<file path="src/logic/isa_ops_pkg.sv">
package isa_ops_pkg;

    // instruction opcode field, primary opcode in the upper six bits
    // and function code in the lower six
    localparam int opcode_bits = 12;

    // ALU operation select, driven by decode
    typedef enum logic [3:0] {
        op_add = 4'b0000,
        op_sub = 4'b0001,
        op_and = 4'b0010,
        op_or  = 4'b0011,
        op_xor = 4'b0100,
        op_nor = 4'b0101,
        // a shifted by b places
        op_sll = 4'b0110,
        op_srl = 4'b0111,
        // signed compares, result is 1 or 0
        op_slt = 4'b1000,
        op_sgt = 4'b1001
    } alu_op_t;

    // branch opcodes
    localparam logic [opcode_bits-1:0] opc_beq = {6'h04, 6'h00};
    localparam logic [opcode_bits-1:0] opc_bne = {6'h05, 6'h00};

    // multiply opcodes, R-type with function code
    localparam logic [opcode_bits-1:0] opc_mul   = {6'h00, 6'h18};
    localparam logic [opcode_bits-1:0] opc_mulhu = {6'h00, 6'h19};

    // which functional unit an operation goes to
    typedef enum logic {
        unit_alu = 1'b0,
        unit_mul = 1'b1
    } unit_sel_t;

endpackage

</file>
<file path="src/logic/core_cfg_pkg.sv">
package core_cfg_pkg;

    // operand and result width of both functional units
    localparam int data_width = 32;

    // reorder buffer tag, 16 entries plus one extra bit
    localparam int rob_entry_bits = 4;
    localparam int tag_bits = rob_entry_bits + 1;

    // depth of the multiplier pipeline, issue to CDB request
    localparam int mul_stages_default = 3;

endpackage
</file>
<file path="src/logic/exec_cluster.sv">
module exec_cluster
    import core_cfg_pkg::*;
    import isa_ops_pkg::*;
#(
    parameter int data_w     = data_width,
    parameter int tag_w      = tag_bits,
    parameter int mul_stages = mul_stages_default
) (
    input  logic                   clk,
    input  logic                   rst,
    // ALU issue port
    input  logic                   alu_issue,
    input  logic [tag_w-1:0]       alu_tag,
    input  logic [opcode_bits-1:0] alu_opcode,
    input  alu_op_t                alu_op,
    input  logic [data_w-1:0]      alu_a,
    input  logic [data_w-1:0]      alu_b,
    output logic                   alu_free,
    // multiplier issue port
    input  logic                   mul_issue,
    input  logic [tag_w-1:0]       mul_tag,
    input  logic [opcode_bits-1:0] mul_opcode,
    input  logic [data_w-1:0]      mul_a,
    input  logic [data_w-1:0]      mul_b,
    output logic                   mul_free,
    // common data bus
    output logic                   cdb_valid,
    output logic [tag_w-1:0]       cdb_tag,
    output logic [data_w-1:0]      cdb_result,
    output logic [opcode_bits-1:0] cdb_opcode,
    output logic                   cdb_branch_taken
);

    logic                   alu_req;
    logic                   alu_grant;
    logic [tag_w-1:0]       alu_res_tag;
    logic [data_w-1:0]      alu_res_value;
    logic [opcode_bits-1:0] alu_res_opcode;
    logic                   alu_res_branch;
    logic                   mul_req;
    logic                   mul_grant;
    logic [tag_w-1:0]       mul_res_tag;
    logic [data_w-1:0]      mul_res_value;
    logic [opcode_bits-1:0] mul_res_opcode;

    alu_unit #(
        .data_w(data_w),
        .tag_w (tag_w)
    ) u_alu (
        .clk             (clk),
        .rst             (rst),
        .issue           (alu_issue),
        .tag             (alu_tag),
        .opcode          (alu_opcode),
        .op              (alu_op),
        .a               (alu_a),
        .b               (alu_b),
        .grant           (alu_grant),
        .free            (alu_free),
        .req             (alu_req),
        .res_tag         (alu_res_tag),
        .res_value       (alu_res_value),
        .res_opcode      (alu_res_opcode),
        .res_branch_taken(alu_res_branch)
    );

    mul_unit #(
        .data_w(data_w),
        .tag_w (tag_w),
        .stages(mul_stages)
    ) u_mul (
        .clk       (clk),
        .rst       (rst),
        .issue     (mul_issue),
        .tag       (mul_tag),
        .opcode    (mul_opcode),
        .a         (mul_a),
        .b         (mul_b),
        .grant     (mul_grant),
        .free      (mul_free),
        .req       (mul_req),
        .res_tag   (mul_res_tag),
        .res_value (mul_res_value),
        .res_opcode(mul_res_opcode)
    );

    cdb_arbiter #(
        .data_w(data_w),
        .tag_w (tag_w)
    ) u_arb (
        .clk             (clk),
        .rst             (rst),
        .alu_req         (alu_req),
        .alu_tag         (alu_res_tag),
        .alu_value       (alu_res_value),
        .alu_opcode      (alu_res_opcode),
        .alu_branch_taken(alu_res_branch),
        .mul_req         (mul_req),
        .mul_tag         (mul_res_tag),
        .mul_value       (mul_res_value),
        .mul_opcode      (mul_res_opcode),
        .alu_grant       (alu_grant),
        .mul_grant       (mul_grant),
        .cdb_valid       (cdb_valid),
        .cdb_tag         (cdb_tag),
        .cdb_result      (cdb_result),
        .cdb_opcode      (cdb_opcode),
        .cdb_branch_taken(cdb_branch_taken)
    );

endmodule

</file>
<file path="src/logic/cdb_arbiter.sv">
module cdb_arbiter
    import core_cfg_pkg::*;
    import isa_ops_pkg::*;
#(
    parameter int data_w = data_width,
    parameter int tag_w  = tag_bits
) (
    input  logic                   clk,
    input  logic                   rst,
    input  logic                   alu_req,
    input  logic [tag_w-1:0]       alu_tag,
    input  logic [data_w-1:0]      alu_value,
    input  logic [opcode_bits-1:0] alu_opcode,
    input  logic                   alu_branch_taken,
    input  logic                   mul_req,
    input  logic [tag_w-1:0]       mul_tag,
    input  logic [data_w-1:0]      mul_value,
    input  logic [opcode_bits-1:0] mul_opcode,
    output logic                   alu_grant,
    output logic                   mul_grant,
    output logic                   cdb_valid,
    output logic [tag_w-1:0]       cdb_tag,
    output logic [data_w-1:0]      cdb_result,
    output logic [opcode_bits-1:0] cdb_opcode,
    output logic                   cdb_branch_taken
);

    // multiplier results are older, it always wins
    assign mul_grant = mul_req;
    assign alu_grant = alu_req && !mul_req;

    always_ff @(posedge clk) begin
        if (rst) begin
            cdb_valid <= 1'b0;
        end else begin
            cdb_valid <= alu_req || mul_req;
        end
    end

    always_ff @(posedge clk) begin
        if (mul_req) begin
            cdb_tag          <= mul_tag;
            cdb_result       <= mul_value;
            cdb_opcode       <= mul_opcode;
            // multiplies never branch
            cdb_branch_taken <= 1'b0;
        end else if (alu_req) begin
            cdb_tag          <= alu_tag;
            cdb_result       <= alu_value;
            cdb_opcode       <= alu_opcode;
            cdb_branch_taken <= alu_branch_taken;
        end
    end

endmodule

</file>
<file path="src/logic/mul_unit.sv">
module mul_unit
    import core_cfg_pkg::*;
    import isa_ops_pkg::*;
#(
    parameter int data_w = data_width,
    parameter int tag_w  = tag_bits,
    parameter int stages = mul_stages_default
) (
    input  logic                   clk,
    input  logic                   rst,
    input  logic                   issue,
    input  logic [tag_w-1:0]       tag,
    input  logic [opcode_bits-1:0] opcode,
    input  logic [data_w-1:0]      a,
    input  logic [data_w-1:0]      b,
    input  logic                   grant,
    output logic                   free,
    output logic                   req,
    output logic [tag_w-1:0]       res_tag,
    output logic [data_w-1:0]      res_value,
    output logic [opcode_bits-1:0] res_opcode
);

    localparam int last = stages - 1;

    logic                   stage_valid [stages];
    logic [tag_w-1:0]       stage_tag   [stages];
    logic [opcode_bits-1:0] stage_opc   [stages];
    logic [2*data_w-1:0]    stage_prod  [stages];
    logic [2*data_w-1:0]    full_prod;
    logic                   advance;

    // unsigned double-width product, formed entering stage one
    assign full_prod = (2 * data_w)'(a) * (2 * data_w)'(b);

    // whole pipe moves when the tail is empty or leaving on the CDB
    assign advance = !stage_valid[last] || grant;
    assign free    = advance;
    assign req     = stage_valid[last];

    always_ff @(posedge clk) begin
        if (rst) begin
            for (int i = 0; i < stages; i++) begin
                stage_valid[i] <= 1'b0;
            end
        end else if (advance) begin
            stage_valid[0] <= issue;
            for (int i = 1; i < stages; i++) begin
                stage_valid[i] <= stage_valid[i-1];
            end
        end
    end

    always_ff @(posedge clk) begin
        if (advance) begin
            stage_tag[0]  <= tag;
            stage_opc[0]  <= opcode;
            stage_prod[0] <= full_prod;
            for (int i = 1; i < stages; i++) begin
                stage_tag[i]  <= stage_tag[i-1];
                stage_opc[i]  <= stage_opc[i-1];
                stage_prod[i] <= stage_prod[i-1];
            end
        end
    end

    // mulhu wants the upper half, all other opcodes the lower
    assign res_value  = (stage_opc[last] == opc_mulhu) ?
                        stage_prod[last][2*data_w-1:data_w] :
                        stage_prod[last][data_w-1:0];
    assign res_tag    = stage_tag[last];
    assign res_opcode = stage_opc[last];

endmodule

</file>
<file path="src/logic/alu_unit.sv">
module alu_unit
    import core_cfg_pkg::*;
    import isa_ops_pkg::*;
#(
    parameter int data_w = data_width,
    parameter int tag_w  = tag_bits
) (
    input  logic                   clk,
    input  logic                   rst,
    input  logic                   issue,
    input  logic [tag_w-1:0]       tag,
    input  logic [opcode_bits-1:0] opcode,
    input  alu_op_t                op,
    input  logic [data_w-1:0]      a,
    input  logic [data_w-1:0]      b,
    input  logic                   grant,
    output logic                   free,
    output logic                   req,
    output logic [tag_w-1:0]       res_tag,
    output logic [data_w-1:0]      res_value,
    output logic [opcode_bits-1:0] res_opcode,
    output logic                   res_branch_taken
);

    logic [data_w-1:0] result;
    logic              branch_taken;
    logic              accept;

    always_comb begin
        case (op)
            op_add:  result = a + b;
            op_sub:  result = a - b;
            op_and:  result = a & b;
            op_or:   result = a | b;
            op_xor:  result = a ^ b;
            op_nor:  result = ~(a | b);
            op_sll:  result = a << b;
            op_srl:  result = a >> b;
            op_slt:  result = ($signed(a) < $signed(b)) ? data_w'(1) : '0;
            op_sgt:  result = ($signed(a) > $signed(b)) ? data_w'(1) : '0;
            default: result = '0;
        endcase
    end

    // taken only for beq/bne, everything else falls through
    assign branch_taken = ((opcode == opc_beq) && (a == b)) ||
                          ((opcode == opc_bne) && (a != b));

    // slot frees up in the same cycle it is granted, so back-to-back issue works
    assign free   = !req || grant;
    assign accept = issue && free;

    // hold register valid bit, doubles as the CDB request
    always_ff @(posedge clk) begin
        if (rst) begin
            req <= 1'b0;
        end else if (accept) begin
            req <= 1'b1;
        end else if (grant) begin
            req <= 1'b0;
        end
    end

    always_ff @(posedge clk) begin
        if (accept) begin
            res_tag          <= tag;
            res_value        <= result;
            res_opcode       <= opcode;
            res_branch_taken <= branch_taken;
        end
    end

endmodule

</file>
<file path="config.mk">
export PLATFORM = sky130hd
export DESIGN_NAME = exec_cluster
export DESIGN_NICKNAME = d
export VERILOG_FILES = /design/src/logic/isa_ops_pkg.sv /design/src/logic/core_cfg_pkg.sv /design/src/logic/exec_cluster.sv /design/src/logic/cdb_arbiter.sv /design/src/logic/mul_unit.sv /design/src/logic/alu_unit.sv
export SDC_FILE = /design/constraint.sdc
export NUM_CORES = 2
export LEC_CHECK = 0
export CORE_UTILIZATION = 50
export CTS_CLUSTER_DIAMETER = 30
export DETAILED_ROUTE_END_ITERATION = 8
export DONT_BUFFER_PORTS = 1
export PLACE_DENSITY = 0.62
export REMOVE_ABC_BUFFERS = 1
export SETUP_SLACK_MARGIN = 0.3
export SYNTH_ARGS = -nofsm -noshare
export SYNTH_HDL_FRONTEND = slang
export SYNTH_HIERARCHICAL = 1
export SYNTH_SLANG_ARGS = --single-unit
export TNS_END_PERCENT = 20
</file>
<file path="constraint.sdc">
create_clock -name clk -period 18.6 [get_ports clk]
set_input_delay 2.79 -clock clk [delete_from_list [all_inputs] [get_ports clk]]
set_output_delay 2.79 -clock clk [all_outputs]
set_load 0.005 [all_outputs]
</file>
==> flow_summary_export.csv <==
group,metric,value,unit
timing,period_minus_slack,9.69,ns
timing,hold_viol,0,
global_route,antenna_found_initial,1,
clock_network,post_cts_buffers,0,
synth,avgSynthCellArea,9.80,µm²
synth,ys_ff_latch,348,
clock_network,cts_tree,"done",
placement,dpl.hpwl,121,mm
floorplanning,core,108000,µm²
setup_path,crit_path_max_fanout,32,
placement,portBuffers,0,
finish,stdcell_area,56900,µm²
synth,synth_top_area_share,32.9,%
timing,setup-tns-final,0,ns
clock_network,htreeDepth,2,
global_route,grt_pass1_vias,40000,
setup_path,crit_path_end_kind,"flip-flop",
finish,finalNetCount,6718,
clock_network,clkSlewWorstSetupHoldPaths,0.06,ns
timing,max_freq,0.103,GHz
clock_network,clock_latency,0.59,ns
detailed_routing,drt_wl_total,157,mm
global_route,grt_overflow,0,
timing,relSlewSlack,14.3,%
detailed_routing,post-route-drc-count,0,
setup_path,crit_path_start_kind,"primary input",
finish,syn_to_final_growth,4.18,%
setup_path,worstSetupPathType,"in -> reg",
synth,yosys_warnings,6,
floorplanning,start_util,50.7,%
timing,setup_viol_count_final,0,
detailed_routing,vias,39100,
clock_network,cts_sinks,348,
detailed_routing,drtIter0Drc,3358,
finish,nFillCells,9752,
flow_run,maxCapViolCount,0,
global_route,grt_pass1_wl,243,mm
setup_path,timing.rr.start,"u_mul/stage_valid[0][2]",
global_route,grt_usage,28.5,%
floorplanning,boundaryPins,223,
floorplanning,num_rows,120,
worst_hold_path,hold_end,"u_mul/stage_tag[0][6]",
worst_hold_path,hold_path_class,"reg -> reg",
synth,yosys.area.top_type,"fa_1",
clock_network,cts_buffer_depth,3,
synth,yosys-top-cells-area,"fa_1 33%, edfxtp_1 19%, ha_1 8.2%, and2_1 7.0%, inv_1 6.6%",
synth,syn-instance-count,5573,
synth,synth-seq-area-share,19.1,%
placement,dpl_cell_area,54900,µm²
synth,synth_edf_count,345,
setup_path,r2r-end,"u_arb/cdb_result[21]",
setup_path,rr_worst_depth,3,
worst_hold_path,hold_depth,0,
floorplanning,die_x,333,µm
synth,synth_cell_types,104,
synth,synthArstFlopShare,0,%
global_route,grt_max_degree,196,
synth,syn_area,54600,µm²
clock_network,root_buffer,"clkbuf_16",
setup_path,r2r_slack,15.69,ns
outcome,status,"finished, final reports clean",
setup_path,crit_required,18.90,ns
floorplanning,die_h,333,µm
timing,rsz0062_at_grt,"no",
timing,clock_skew,0.0264,ns
timing,worst_pin_slew,1.25,ns
detailed_routing,dr.pass1.iters,6,
detailed_routing,wl_per_cell,23.3,µm
detailed_routing,postRouteAntennaNets,0,
finish,drive_gt1_share,5.94,%
detailed_routing,drt-vias-per-instance,5.80,
timing,fin_crit_sh,52.1,%
timing,final-max-slew-violation-count,0,
clock_network,hold_buffers,0,
floorplanning,dieArea,111000,µm²
clock_network,cts_buffers,58,
worst_hold_path,min_from,"u_mul/stage_tag[0][1]",
clock_network,cts_resized,0,
synth,synthFlopType,"edfxtp_1",
setup_path,cp.arrival,10.00,ns
placement,gp_congestion,0.957,
## cell usage in the layout (no fill, tap or decap), drive strengths merged, types with 9 or more instances in the layout
master / instances
a221oi: 40
mux4: 36
o2111ai: 10
nor4: 20
fa: 898
nor2b: 23
a21oi: 178
xnor2: 44
clkbuf: 59
inv: 984
xor2: 22
nand3: 58
nor2: 171
mux2: 100
nand2: 633
nor3: 52
clkinv: 15
clkinvlp: 9
and3: 26
or2: 11
a211oi: 30
a21o: 58
o211ai: 22
ha: 359
buf: 19
mux2i: 50
o21a: 14
nand4: 34
nand2b: 17
or3: 15
o22ai: 13
and2: 617
o21ai: 144
a221o: 27
edfxtp: 345
o21bai: 24
a2111oi: 10
o221ai: 11
o31ai: 15
a31oi: 27
## cell usage after synthesis (39+ instances only)
library cell  instances
a21o_1               52
a21oi_1             175
a221oi_1             39
and2_1              612
clkbuf_1            276
edfxtp_1            345
fa_1                898
ha_1                359
inv_1               960
mux2_2               52
mux2_4               48
mux2i_1              50
nand2_1             633
nand3_1              58
nor2_1              170
nor3_1               52
o21ai_0             137
xnor2_1              44
## state kept, by name (all words and copies together), names as in the netlist, 3 cells and up
register	flops
u_arb/cdb_opcode	12
u_alu/res_value	32
u_alu/res_opcode	12
u_mul/stage_valid	3
u_alu/res_tag	5
u_mul/stage_tag	15
u_arb/cdb_tag	5
u_mul/stage_prod	192
u_arb/cdb_result	32
u_mul/stage_opc	36
## worst max-delay path, stage by stage
cell	delay, ns
and2_1	0.16
fa_1	0.50
fa_1	0.54
inv_1	0.05
fa_1	0.53
inv_1	0.05
fa_1	0.49
inv_1	0.05
fa_1	0.43
inv_1	0.09
fa_1	0.44
fa_1	0.51
inv_1	0.06
fa_1	0.51
inv_1	0.05
ha_1	0.40
nand2_1	0.13
nor2_1	0.24
nand3_1	0.20
or4_1	0.59
a21oi_1	0.36
o21ai_1	0.27
nor2_1	0.21
a31oi_1	0.14
xnor2_1	0.16
## final cells by class
class	instances	area, µm²	share of cell area (%)
clock inverter	51	538	0.945
tap	1403	1760	3.08
multi-input combinational	3903	39000	68.5
inverter	961	3610	6.34
clock buffer	59	1460	2.56
timing repair buffer	19	155	0.273
antenna	2	5.00	0.00879
sequential	348	10400	18.3
## through the flow
stage | instances | setup slack, ns | hold WS [ns] | utilization (%)
2_1_floorplan | 5212 | 7.90 | 0.400 | -
3_3_place_gp | 6634 | 8.45 | 0.401 | 51.0
3_5_place_dp | 6634 | 8.38 | 0.405 | 51.0
4_1_cts | 6744 | 8.98 | 0.391 | 52.9
5_1_grt | 6744 | 8.71 | 0.403 | 52.9
6_report | 6746 | 8.91 | 0.393 | 52.9
## cell families after synthesis
| group | count (synthesis) | synth area share [%] |
|---|---|---|
| AOI/OAI and AO/OA | 683 | 8.46 |
| xor gates and xnor gates | 66 | 1.06 |
| adders and majority gates | 1257 | 41.1 |
| buffers and inverters | 1322 | 9.65 |
| DFF | 348 | 19.1 |
| muxes | 186 | 4.79 |
| and+or+nand+nor | 1711 | 15.8 |
## worst max path at each step
stage                       startpoint                 endpoint  cells after the start  slack, ns
6_report                      mul_b[8]  u_mul/stage_prod[0][61]                     25       8.91
5_1_grt                      mul_a[26]  u_mul/stage_prod[0][61]                     25       8.71
4_1_cts                      mul_a[26]  u_mul/stage_prod[0][61]                     25       8.98
3_5_place_dp                 mul_a[26]  u_mul/stage_prod[0][61]                     25       8.38
3_3_place_gp                 mul_b[20]  u_mul/stage_prod[0][61]                     23       8.45
2_1_floorplan  u_mul/stage_valid[0][2]                 mul_free                      1       7.90
## per-layer routing
metal	vias to the layer above	global-route usage, %	share of wire (%)
met3	245	4.65	7.7
met2	1622	45.4	46
li1	17300	-	-
met1	20000	40.1	43
met4	0	7.95	3.0
met5	-	0	0
Power is not shown: default switching activity piles up to over one toggle a cycle in this logic, so the estimate is an artifact.
